[config.mk]
export PLATFORM = sky130hd
export DESIGN_NAME = sort_xcel
export DESIGN_NICKNAME = d
export VERILOG_FILES = /design/src/sort_pkg.sv /design/src/sort_xcel_regs.sv /design/src/sort_mem_port.sv /design/src/sort_partition.sv /design/src/sort_ctrl.sv /design/src/sort_xcel.sv
export SDC_FILE = /design/constraint.sdc
export NUM_CORES = 1
export LEC_CHECK = 0
export BUFFER_PORTS_ARGS = -buffer_cell sky130_fd_sc_hd__buf_2
export CAP_MARGIN = 20
export CELL_PAD_IN_SITES_DETAIL_PLACEMENT = 1
export CELL_PAD_IN_SITES_GLOBAL_PLACEMENT = 1
export CORE_ASPECT_RATIO = 0.9
export CORE_MARGIN = 2
export CORE_UTILIZATION = 41
export CTS_CLUSTER_SIZE = 30
export DETAILED_ROUTE_END_ITERATION = 10
export PLACE_DENSITY = 0.8
export REMOVE_ABC_BUFFERS = 1
export SYNTH_ARGS = -nofsm -noshare
export SYNTH_HDL_FRONTEND = slang
export SYNTH_SLANG_ARGS = --single-unit
[constraint.sdc]
create_clock -name clk -period 6.65 [get_ports clk]
set_input_delay 0.665 -clock clk [delete_from_list [all_inputs] [get_ports clk]]
set_output_delay 0.665 -clock clk [all_outputs]
set_load 0.02 [all_outputs]
[src/sort_pkg.sv]
// Quicksort accelerator definitions
`default_nettype none

package sort_pkg;

  localparam int DATA_W = 32;
  localparam int IDX_W  = 16;

  // Host register map
  localparam logic [1:0] REG_GO    = 2'd0;
  localparam logic [1:0] REG_BASE  = 2'd1;
  localparam logic [1:0] REG_SIZE  = 2'd2;
  localparam logic [1:0] REG_STACK = 2'd3;

  // Stack entry, a half-open range [low, high)
  typedef struct packed {
    logic [IDX_W-1:0] high;
    logic [IDX_W-1:0] low;
  } stack_range_t;

  typedef union packed {
    logic [DATA_W-1:0] raw;
    stack_range_t      range;
  } stack_entry_u;

  typedef enum logic [2:0] {
    ELEM_J, ELEM_I, ELEM_PIVOT, STACK_TOP, STACK_PUSH
  } addr_sel_t;

  typedef enum logic [1:0] {
    VAL_I, VAL_J, PIVOT, ENTRY
  } wdata_sel_t;

  typedef enum logic [4:0] {
    S_IDLE, S_INIT, S_CHECK, S_RD_PIVOT, S_WT_PIVOT, S_LOOP,
    S_RD_J, S_WT_J, S_CMP, S_RD_I, S_WT_I, S_WR_I, S_WR_J,
    S_PUSH, S_POP, S_WT_POP, S_FINISH
  } ctrl_state_t;

endpackage

`default_nettype wire

[src/sort_xcel_regs.sv]
// Host register port
`timescale 1ns/100ps
`default_nettype none

module sort_xcel_regs (
  input  wire logic                      clk,
  input  wire logic                      reset,
  input  wire logic                      xcel_req_val_i,
  output logic                           xcel_req_rdy_o,
  input  wire logic                      xcel_req_write_i,
  input  wire logic [1:0]                xcel_req_addr_i,
  input  wire logic [sort_pkg::DATA_W-1:0] xcel_req_data_i,
  output logic                           xcel_resp_val_o,
  input  wire logic                      xcel_resp_rdy_i,
  output logic [sort_pkg::DATA_W-1:0]    xcel_resp_data_o,
  input  wire logic                      busy_i,
  output logic                           go_o,
  output logic [sort_pkg::DATA_W-1:0]    base_addr_o,
  output logic [sort_pkg::IDX_W-1:0]     size_o,
  output logic [sort_pkg::DATA_W-1:0]    stack_addr_o
);
  import sort_pkg::*;

  logic req_xfer;
  logic wr_xfer;

  // Requests wait here until the engine is idle
  assign xcel_req_rdy_o  = !busy_i && xcel_resp_rdy_i;
  assign xcel_resp_val_o = xcel_req_val_i && !busy_i;
  assign req_xfer        = xcel_req_val_i && xcel_req_rdy_o;
  assign wr_xfer         = req_xfer && xcel_req_write_i;

  // Reads only complete once idle, so they always report done
  assign xcel_resp_data_o = xcel_req_write_i ? '0 : DATA_W'(1);

  assign go_o = wr_xfer && (xcel_req_addr_i == REG_GO);

  // --------------------
  // Configuration registers
  // --------------------
  always_ff @(posedge clk) begin
    if (reset) begin
      base_addr_o  <= '0;
      size_o       <= '0;
      stack_addr_o <= '0;
    end else if (wr_xfer) begin
      case (xcel_req_addr_i)
        REG_BASE:  base_addr_o  <= xcel_req_data_i;
        REG_SIZE:  size_o       <= xcel_req_data_i[IDX_W-1:0];
        REG_STACK: stack_addr_o <= xcel_req_data_i;
        default:   ;
      endcase
    end
  end

endmodule

`default_nettype wire

[src/sort_mem_port.sv]
// Memory request and response handling
`timescale 1ns/100ps
`default_nettype none

module sort_mem_port #(
  parameter int WR_CNT_W = 6
) (
  input  wire logic                        clk,
  input  wire logic                        reset,
  output logic                             mem_req_val_o,
  input  wire logic                        mem_req_rdy_i,
  output logic                             mem_req_write_o,
  output logic [sort_pkg::DATA_W-1:0]      mem_req_addr_o,
  output logic [sort_pkg::DATA_W-1:0]      mem_req_data_o,
  input  wire logic                        mem_resp_val_i,
  output logic                             mem_resp_rdy_o,
  input  wire logic                        mem_resp_write_i,
  input  wire logic [sort_pkg::DATA_W-1:0] mem_resp_data_i,
  input  wire logic                        req_i,
  input  wire logic                        req_write_i,
  input  wire sort_pkg::addr_sel_t         addr_sel_i,
  input  wire sort_pkg::wdata_sel_t        wdata_sel_i,
  output logic                             req_done_o,
  input  wire logic                        rd_wait_i,
  output logic                             rd_valid_o,
  output logic [sort_pkg::DATA_W-1:0]      rd_data_o,
  output logic                             writes_idle_o,
  input  wire logic [sort_pkg::DATA_W-1:0] base_addr_i,
  input  wire logic [sort_pkg::DATA_W-1:0] stack_addr_i,
  input  wire logic [sort_pkg::IDX_W-1:0]  idx_i_i,
  input  wire logic [sort_pkg::IDX_W-1:0]  idx_j_i,
  input  wire logic [sort_pkg::IDX_W-1:0]  high_i,
  input  wire logic [sort_pkg::IDX_W-1:0]  top_i,
  input  wire logic [sort_pkg::DATA_W-1:0] val_i_i,
  input  wire logic [sort_pkg::DATA_W-1:0] val_j_i,
  input  wire logic [sort_pkg::DATA_W-1:0] pivot_i,
  input  wire logic [sort_pkg::DATA_W-1:0] entry_i
);
  import sort_pkg::*;

  logic [DATA_W-1:0]   region;
  logic [IDX_W-1:0]    idx_sel;
  logic [WR_CNT_W-1:0] wr_cnt;
  logic                wr_inc;
  logic                wr_dec;

  // Word address is region base plus index times four
  always_comb begin
    region  = base_addr_i;
    idx_sel = idx_j_i;
    case (addr_sel_i)
      ELEM_I:     idx_sel = idx_i_i;
      ELEM_PIVOT: idx_sel = high_i - 1'b1;
      STACK_TOP: begin
        region  = stack_addr_i;
        idx_sel = top_i - 1'b1;
      end
      STACK_PUSH: begin
        region  = stack_addr_i;
        idx_sel = top_i;
      end
      default:    ;
    endcase
  end

  assign mem_req_addr_o = region + {{(DATA_W-IDX_W-2){1'b0}}, idx_sel, 2'b00};

  always_comb begin
    case (wdata_sel_i)
      VAL_I:   mem_req_data_o = val_i_i;
      PIVOT:   mem_req_data_o = pivot_i;
      ENTRY:   mem_req_data_o = entry_i;
      default: mem_req_data_o = val_j_i;
    endcase
  end

  assign mem_req_val_o   = req_i;
  assign mem_req_write_o = req_write_i;
  assign req_done_o      = req_i && mem_req_rdy_i;

  // Write acks always drain, read data only when expected
  assign mem_resp_rdy_o = mem_resp_write_i || rd_wait_i;
  assign rd_valid_o     = mem_resp_val_i && !mem_resp_write_i && rd_wait_i;
  assign rd_data_o      = mem_resp_data_i;

  // --------------------
  // Outstanding writes
  // --------------------
  assign wr_inc = req_done_o && req_write_i;
  assign wr_dec = mem_resp_val_i && mem_resp_write_i;

  always_ff @(posedge clk) begin
    if (reset) begin
      wr_cnt <= '0;
    end else if (wr_inc && !wr_dec) begin
      wr_cnt <= wr_cnt + 1'b1;
    end else if (wr_dec && !wr_inc) begin
      wr_cnt <= wr_cnt - 1'b1;
    end
  end

  assign writes_idle_o = (wr_cnt == '0);

endmodule

`default_nettype wire

[src/sort_partition.sv]
// Partition datapath and range stack pointer
`timescale 1ns/100ps
`default_nettype none

module sort_partition (
  input  wire logic                        clk,
  input  wire logic                        reset,
  input  wire logic                        start_i,
  input  wire logic [sort_pkg::IDX_W-1:0]  size_i,
  input  wire logic                        pop_i,
  input  wire logic                        pivot_ld_i,
  input  wire logic                        valj_ld_i,
  input  wire logic                        vali_ld_i,
  input  wire logic                        step_i,
  input  wire logic                        swap_done_i,
  input  wire logic                        push_i,
  input  wire logic                        next_i,
  input  wire logic [sort_pkg::DATA_W-1:0] rd_data_i,
  output logic [sort_pkg::IDX_W-1:0]       idx_i_o,
  output logic [sort_pkg::IDX_W-1:0]       idx_j_o,
  output logic [sort_pkg::IDX_W-1:0]       high_o,
  output logic [sort_pkg::IDX_W-1:0]       top_o,
  output logic [sort_pkg::DATA_W-1:0]      val_i_o,
  output logic [sort_pkg::DATA_W-1:0]      val_j_o,
  output logic [sort_pkg::DATA_W-1:0]      pivot_o,
  output logic [sort_pkg::DATA_W-1:0]      entry_o,
  output logic                             lt_pivot_o,
  output logic                             j_at_end_o,
  output logic                             left_push_o,
  output logic                             right_push_o,
  output logic                             stack_empty_o
);
  import sort_pkg::*;

  logic [IDX_W-1:0] low;
  logic             left_push;
  logic             right_push;
  stack_entry_u     pop_entry;
  stack_entry_u     push_entry;

  assign pop_entry.raw = rd_data_i;

  // Pivot ends at idx_i, leaving [low, i) and [i+1, high)
  assign left_push  = {1'b0, idx_i_o} >= ({1'b0, low} + 2'd2);
  assign right_push = {1'b0, high_o} >= ({1'b0, idx_i_o} + 2'd3);

  // Left side goes first, then right
  always_comb begin
    if (left_push) begin
      push_entry.range.high = idx_i_o;
      push_entry.range.low  = low;
    end else begin
      push_entry.range.high = high_o;
      push_entry.range.low  = idx_i_o + 1'b1;
    end
  end

  // --------------------
  // Range and index registers
  // --------------------
  always_ff @(posedge clk) begin
    if (start_i) begin
      low    <= '0;
      high_o <= size_i;
    end else if (pop_i) begin
      low    <= pop_entry.range.low;
      high_o <= pop_entry.range.high;
    end else if (next_i) begin
      idx_i_o <= low;
      idx_j_o <= low;
    end else if (step_i) begin
      idx_j_o <= idx_j_o + 1'b1;
    end else if (swap_done_i) begin
      idx_i_o <= idx_i_o + 1'b1;
      idx_j_o <= idx_j_o + 1'b1;
    end else if (push_i) begin
      // Collapse the side just pushed so the other one follows
      if (left_push) low    <= idx_i_o;
      else           high_o <= idx_i_o + 1'b1;
    end
  end

  always_ff @(posedge clk) begin
    if (pivot_ld_i) pivot_o <= rd_data_i;
    if (valj_ld_i)  val_j_o <= rd_data_i;
    if (vali_ld_i)  val_i_o <= rd_data_i;
  end

  always_ff @(posedge clk) begin
    if (reset || start_i) begin
      top_o <= '0;
    end else if (push_i) begin
      top_o <= top_o + 1'b1;
    end else if (pop_i) begin
      top_o <= top_o - 1'b1;
    end
  end

  assign entry_o       = push_entry.raw;
  assign lt_pivot_o    = val_j_o < pivot_o;
  assign j_at_end_o    = ({1'b0, idx_j_o} + 1'b1) >= {1'b0, high_o};
  assign left_push_o   = left_push;
  assign right_push_o  = right_push;
  assign stack_empty_o = (top_o == '0);

endmodule

`default_nettype wire

[src/sort_ctrl.sv]
// Quicksort sequencing FSM
`timescale 1ns/100ps
`default_nettype none

module sort_ctrl (
  input  wire logic           clk,
  input  wire logic           reset,
  input  wire logic           go_i,
  output logic                busy_o,
  output logic                req_o,
  output logic                req_write_o,
  output sort_pkg::addr_sel_t  addr_sel_o,
  output sort_pkg::wdata_sel_t wdata_sel_o,
  input  wire logic           req_done_i,
  output logic                rd_wait_o,
  input  wire logic           rd_valid_i,
  input  wire logic           writes_idle_i,
  output logic                start_o,
  output logic                pop_o,
  output logic                pivot_ld_o,
  output logic                valj_ld_o,
  output logic                vali_ld_o,
  output logic                step_o,
  output logic                swap_done_o,
  output logic                push_o,
  output logic                next_o,
  input  wire logic           lt_pivot_i,
  input  wire logic           j_at_end_i,
  input  wire logic           left_push_i,
  input  wire logic           right_push_i,
  input  wire logic           stack_empty_i
);
  import sort_pkg::*;

  ctrl_state_t state;
  ctrl_state_t state_nxt;

  always_ff @(posedge clk) begin
    if (reset) state <= S_IDLE;
    else       state <= state_nxt;
  end

  assign busy_o    = (state != S_IDLE);
  assign rd_wait_o = (state == S_WT_PIVOT) || (state == S_WT_J) ||
                     (state == S_WT_I) || (state == S_WT_POP);

  always_comb begin
    state_nxt   = state;
    req_o       = 1'b0;
    req_write_o = 1'b0;
    addr_sel_o  = ELEM_J;
    wdata_sel_o = VAL_J;
    start_o     = 1'b0;
    pop_o       = 1'b0;
    pivot_ld_o  = 1'b0;
    valj_ld_o   = 1'b0;
    vali_ld_o   = 1'b0;
    step_o      = 1'b0;
    swap_done_o = 1'b0;
    push_o      = 1'b0;
    next_o      = 1'b0;

    case (state)
      S_IDLE: begin
        start_o = go_i;
        if (go_i) state_nxt = S_INIT;
      end
      S_INIT: begin
        next_o    = 1'b1;
        state_nxt = S_CHECK;
      end
      // Only the initial range can be shorter than two
      S_CHECK:    state_nxt = j_at_end_i ? S_POP : S_RD_PIVOT;

      // --------------------
      // Partition loop
      // --------------------
      S_RD_PIVOT: begin
        req_o      = 1'b1;
        addr_sel_o = ELEM_PIVOT;
        if (req_done_i) state_nxt = S_WT_PIVOT;
      end
      S_WT_PIVOT: begin
        pivot_ld_o = rd_valid_i;
        if (rd_valid_i) state_nxt = S_LOOP;
      end
      // At the pivot slot, the same read and swap does the final exchange
      S_LOOP:     state_nxt = j_at_end_i ? S_RD_I : S_RD_J;
      S_RD_J: begin
        req_o = 1'b1;
        if (req_done_i) state_nxt = S_WT_J;
      end
      S_WT_J: begin
        valj_ld_o = rd_valid_i;
        if (rd_valid_i) state_nxt = S_CMP;
      end
      S_CMP: begin
        step_o    = !lt_pivot_i;
        state_nxt = lt_pivot_i ? S_RD_I : S_LOOP;
      end
      S_RD_I: begin
        req_o      = 1'b1;
        addr_sel_o = ELEM_I;
        if (req_done_i) state_nxt = S_WT_I;
      end
      S_WT_I: begin
        vali_ld_o = rd_valid_i;
        if (rd_valid_i) state_nxt = S_WR_I;
      end
      S_WR_I: begin
        req_o       = 1'b1;
        req_write_o = 1'b1;
        addr_sel_o  = ELEM_I;
        wdata_sel_o = j_at_end_i ? PIVOT : VAL_J;
        if (req_done_i) state_nxt = S_WR_J;
      end
      S_WR_J: begin
        req_o       = 1'b1;
        req_write_o = 1'b1;
        wdata_sel_o = VAL_I;
        swap_done_o = req_done_i && !j_at_end_i;
        if (req_done_i) state_nxt = j_at_end_i ? S_PUSH : S_LOOP;
      end

      // --------------------
      // Range stack
      // --------------------
      S_PUSH: begin
        if (left_push_i || right_push_i) begin
          req_o       = 1'b1;
          req_write_o = 1'b1;
          addr_sel_o  = STACK_PUSH;
          wdata_sel_o = ENTRY;
          push_o      = req_done_i;
        end else begin
          state_nxt = S_POP;
        end
      end
      S_POP: begin
        if (stack_empty_i) begin
          state_nxt = S_FINISH;
        end else begin
          req_o      = 1'b1;
          addr_sel_o = STACK_TOP;
          if (req_done_i) state_nxt = S_WT_POP;
        end
      end
      S_WT_POP: begin
        pop_o = rd_valid_i;
        if (rd_valid_i) state_nxt = S_INIT;
      end
      S_FINISH:   if (writes_idle_i) state_nxt = S_IDLE;
      default:    state_nxt = S_IDLE;
    endcase
  end

endmodule

`default_nettype wire

[src/sort_xcel.sv]
// Quicksort accelerator top level
`timescale 1ns/100ps
`default_nettype none

module sort_xcel #(
  parameter int WR_CNT_W = 6
) (
  input  wire logic                        clk,
  input  wire logic                        reset,
  input  wire logic                        xcel_req_val_i,
  output logic                             xcel_req_rdy_o,
  input  wire logic                        xcel_req_write_i,
  input  wire logic [1:0]                  xcel_req_addr_i,
  input  wire logic [sort_pkg::DATA_W-1:0] xcel_req_data_i,
  output logic                             xcel_resp_val_o,
  input  wire logic                        xcel_resp_rdy_i,
  output logic [sort_pkg::DATA_W-1:0]      xcel_resp_data_o,
  output logic                             mem_req_val_o,
  input  wire logic                        mem_req_rdy_i,
  output logic                             mem_req_write_o,
  output logic [sort_pkg::DATA_W-1:0]      mem_req_addr_o,
  output logic [sort_pkg::DATA_W-1:0]      mem_req_data_o,
  input  wire logic                        mem_resp_val_i,
  output logic                             mem_resp_rdy_o,
  input  wire logic                        mem_resp_write_i,
  input  wire logic [sort_pkg::DATA_W-1:0] mem_resp_data_i
);
  import sort_pkg::*;

  logic              busy, go, req, req_write, req_done;
  logic              rd_wait, rd_valid, writes_idle;
  addr_sel_t         addr_sel;
  wdata_sel_t        wdata_sel;
  logic [DATA_W-1:0] base_addr, stack_addr, rd_data;
  logic [IDX_W-1:0]  size;

  // Datapath state towards the memory port
  logic [IDX_W-1:0]  idx_i, idx_j, high, top;
  logic [DATA_W-1:0] val_i, val_j, pivot, entry;

  // Strobes and flags between FSM and datapath
  logic start, pop, pivot_ld, valj_ld, vali_ld, step, swap_done, push, next;
  logic lt_pivot, j_at_end, left_push, right_push, stack_empty;

  sort_xcel_regs i_regs (
    .clk, .reset,
    .xcel_req_val_i, .xcel_req_rdy_o, .xcel_req_write_i, .xcel_req_addr_i,
    .xcel_req_data_i, .xcel_resp_val_o, .xcel_resp_rdy_i, .xcel_resp_data_o,
    .busy_i(busy), .go_o(go), .base_addr_o(base_addr), .size_o(size),
    .stack_addr_o(stack_addr)
  );

  sort_mem_port #(.WR_CNT_W(WR_CNT_W)) i_mem_port (
    .clk, .reset,
    .mem_req_val_o, .mem_req_rdy_i, .mem_req_write_o, .mem_req_addr_o,
    .mem_req_data_o, .mem_resp_val_i, .mem_resp_rdy_o, .mem_resp_write_i,
    .mem_resp_data_i,
    .req_i(req), .req_write_i(req_write), .addr_sel_i(addr_sel),
    .wdata_sel_i(wdata_sel), .req_done_o(req_done), .rd_wait_i(rd_wait),
    .rd_valid_o(rd_valid), .rd_data_o(rd_data), .writes_idle_o(writes_idle),
    .base_addr_i(base_addr), .stack_addr_i(stack_addr),
    .idx_i_i(idx_i), .idx_j_i(idx_j), .high_i(high), .top_i(top),
    .val_i_i(val_i), .val_j_i(val_j), .pivot_i(pivot), .entry_i(entry)
  );

  sort_partition i_partition (
    .clk, .reset, .start_i(start), .size_i(size),
    .pop_i(pop), .pivot_ld_i(pivot_ld), .valj_ld_i(valj_ld), .vali_ld_i(vali_ld),
    .step_i(step), .swap_done_i(swap_done), .push_i(push), .next_i(next),
    .rd_data_i(rd_data),
    .idx_i_o(idx_i), .idx_j_o(idx_j), .high_o(high), .top_o(top),
    .val_i_o(val_i), .val_j_o(val_j), .pivot_o(pivot), .entry_o(entry),
    .lt_pivot_o(lt_pivot), .j_at_end_o(j_at_end), .left_push_o(left_push),
    .right_push_o(right_push), .stack_empty_o(stack_empty)
  );

  sort_ctrl i_ctrl (
    .clk, .reset, .go_i(go), .busy_o(busy),
    .req_o(req), .req_write_o(req_write), .addr_sel_o(addr_sel),
    .wdata_sel_o(wdata_sel), .req_done_i(req_done), .rd_wait_o(rd_wait),
    .rd_valid_i(rd_valid), .writes_idle_i(writes_idle),
    .start_o(start), .pop_o(pop), .pivot_ld_o(pivot_ld), .valj_ld_o(valj_ld),
    .vali_ld_o(vali_ld), .step_o(step), .swap_done_o(swap_done),
    .push_o(push), .next_o(next),
    .lt_pivot_i(lt_pivot), .j_at_end_i(j_at_end), .left_push_i(left_push),
    .right_push_i(right_push), .stack_empty_i(stack_empty)
  );

endmodule

`default_nettype wire

==> flow_metrics.env <==
export IMPL_antenna_found_initial=1
export IMPL_rsz0062_at_grt="true"
export IMPL_path_common_cell="buf_4"
export IMPL_yosys_warnings=0
export IMPL_dpl_hpwl_mm=46.2
export IMPL_cts_root_buffer="clkbuf_16"
export IMPL_arrival_ps=6140
export IMPL_clock_skew_ps=18.2
export IMPL_grt_use_met3_pct=5.34
export IMPL_busiest_layer="met2"
export IMPL_power_density_mw_per_mm2=348
export IMPL_drive_gt1_share_pct=22.8
export IMPL_cts_sinks=267
export IMPL_initial_core_util_pct=41.5
export IMPL_cp_slowest_stage_delay_ps=380
export IMPL_core_area_mm2=0.0417
export IMPL_num_rows=71
export IMPL_worst_pin_slew_ps=1270
export IMPL_grt_util_met2_pct=48.0
export IMPL_end_kind="output port"
export IMPL_drtIter0Drc=1683
export IMPL_worstPathRequired_ps=5980
export IMPL_synth_flop_cell="edfxtp_1"
export IMPL_fin_nets=2423
export IMPL_wirelength_mm=68.5
export IMPL_cts_htree_levels=2
export IMPL_syn2layout_area_growth_pct=23.2
export IMPL_hold_class="in2reg"
export IMPL_syn_cell_area_mm2=0.0173
export IMPL_fp_dieH_um=199
export IMPL_cap_violations=0
export IMPL_drt_antenna_violating_nets=0
export IMPL_async_flop_share_pct=0
export IMPL_cts_buffers_inserted=34
export IMPL_drt_pass1_iter_count=6
export IMPL_violations="negative setup slack"
export IMPL_cts_tree="yes"
export IMPL_setup_ws_ps=-159
export IMPL_fmax_mhz=147
export IMPL_avgSynthCellArea_um2=8.46
export IMPL_grt_pass1_wl_mm=99.5
export IMPL_synth_top_area_share_pct=25.0
export IMPL_regArea_mm2=0.00679
export IMPL_die_x_um=220
export IMPL_ys_top_cells_by_count="nand2_1 (298), a21oi_1 (255), nor2_1 (185), edfxtp_1 (144), dfxtp_1 (123)"
export IMPL_fillers=4864
export IMPL_wl_per_cell_um=24.4
export IMPL_multi_input_area_mm2=0.0104
export IMPL_ff2ff_setup_slack_ps=770
export IMPL_track_usage_pct=29.4
export IMPL_clk_pin_slew_ps=60
export IMPL_synth_edff_count=144
export IMPL_gr_total_overflow=0
export IMPL_drc=0
export IMPL_p_leak_uw=0.00852
export IMPL_seq_area_frac_synth_pct=39.2
export IMPL_crit_type="reg2out"
export IMPL_synth_area_top_cells="edfxtp_1 (25%), dfxtp_1 (14%), ha_1 (7.7%)"
export IMPL_status="finished, violations left"
export IMPL_finalPower_uw=7420
export IMPL_finalCritPeriodShare_pct=102
export IMPL_synth_most_common_cell="nand2_1"
export IMPL_cp_slowest_cell="fa_2"
export IMPL_finalMaxSlewViolations=0
export IMPL_grt_max_degree=74
export IMPL_final_min_clock_period_ps=6810
export IMPL_gp_congestion=0.918
export IMPL_hold_violations=0
export IMPL_via_count=17100
export IMPL_tns_ps=-970
export IMPL_io_buffers=143
export IMPL_io_pins=175
export IMPL_ys_types=72
export IMPL_slew_headroom_pct=15.3
export IMPL_use_met1_pct=38.2
export IMPL_grt_pass1_vias=17300
export IMPL_viasPerCell=6.10
export IMPL_crit_fanout=8
export IMPL_startpoint_type="flop"
export IMPL_ys_ff_latch=267
export IMPL_die_area_mm2=0.0438
export IMPL_clock_latency_ps=540
export IMPL_syn_inst=2045
export IMPL_clockBufferDepth=3
export IMPL_synth_area_leader_cell="edfxtp_1"
export IMPL_setup_viol=9
export IMPL_vdd_ir_drop_max_uv=161
-- critical path, delay by kind of cell (launching register included) --
family | cells | cell delay [ps]
flops | 1 | 370
fa+ha+maj | 4 | 1070
mux | 1 | 300
simple gates | 7 | 1200
buf+inv | 7 | 830
xor+xnor | 2 | 330
compound gates | 9 | 1470
-- metrics by stage --
step	hold slack, ps	util [%]	std cells	area [um^2]	setup slack, ps
finish	352	51.1	2812	21300	-159
floorplan	426	-	1911	16600	-3210
global route	352	51.1	2811	21300	-290
global placement	438	45.5	2710	19000	225
CTS	346	49.9	2795	20800	1.51
detailed placement	447	45.6	2712	19000	-128
-- final timing paths --
check | from | to | cells after the start
setup / recovery | i_partition.idx_i_o[1] | mem_req_addr_o[26] | 30
hold / removal | mem_resp_data_i[7] | i_partition.pivot_o[7] | 1
setup reg to reg | i_partition.idx_i_o[1] | i_mem_port.wr_cnt[5] | 30
hold reg to reg | i_regs.base_addr_o[17] | i_regs.base_addr_o[17] | 2
-- kinds of logic (layout without fill, tap and decap cells) --
group / count (synthesis) / in the layout / share of synthesized area, %
AND/OR/NAND/NOR: 716 / 716 / 18.5
AO/OA/AOI/OAI: 534 / 534 / 18.3
flip-flops: 267 / 267 / 39.2
buffers and inverters: 236 / 425 / 5.93
XOR/XNOR: 116 / 116 / 5.88
adder cells (fa/ha/maj): 109 / 109 / 7.97
multiplexers: 66 / 66 / 4.09
other: 1 / 32 / 0.0217
-- final cells by class --
class,count,share of cell area [%]
Antenna cell,1,0.0117
Clock buffer,49,4.59
Clock inverter,11,0.770
Inverter,72,1.27
Multi-Input combinational cell,1572,48.8
Sequential cell,267,31.9
Tap cell,547,3.21
Timing Repair Buffer,293,9.49
-- layer usage --
| layer | vias up | routed length [um] |
|---|---|---|
| li1 | 7613 | - |
| met1 | 8515 | 27800 |
| met2 | 783 | 32400 |
| met3 | 231 | 5060 |
| met4 | 2 | 3250 |
| met5 | - | 9 |
-- repair_timing --
item	4_1_cts	5_1_grt
cloned	2	0
endpoints found under the hold margin	0	0
buffers inserted	21	16
pin swaps	37	28
setup endpoints to repair	20	19
hold buffers	0	0
gates resized for setup	97	91
-- power breakdown --
part           internal [uW]  leakage, uW  switching, uW
registers               1990      0.00230            228
logic                   1270      0.00566           1980
clock network           1180     0.000555            764
total                   4450      0.00852           2970
-- cell usage in the layout, fill, tap and decap left out, drive strengths merged, types with 29 or more instances in the layout --
master  instances
nor3           35
xnor2          66
xor2           50
a21oi         255
buf           293
mux2i          29
inv            72
dfxtp         123
ha            107
nand2         298
o21ai         105
mux2           37
conb           31
nand3          63
clkbuf         49
nor2          185
edfxtp        144
-- sequential cells by signal, indices dropped and copies added, names as in the netlist --
signal and cells:
i_partition.top_o 16, i_ctrl.state 5, i_mem_port.wr_cnt 6, i_partition.high_o 16
i_partition.val_j_o 32, i_partition.idx_j_o 16, i_partition.val_i_o 32, i_partition.low 16
i_regs.base_addr_o 32, i_partition.idx_i_o 16, i_partition.pivot_o 32, i_regs.size_o 16
i_regs.stack_addr_o 32
Power figures use the tool's default switching activity.
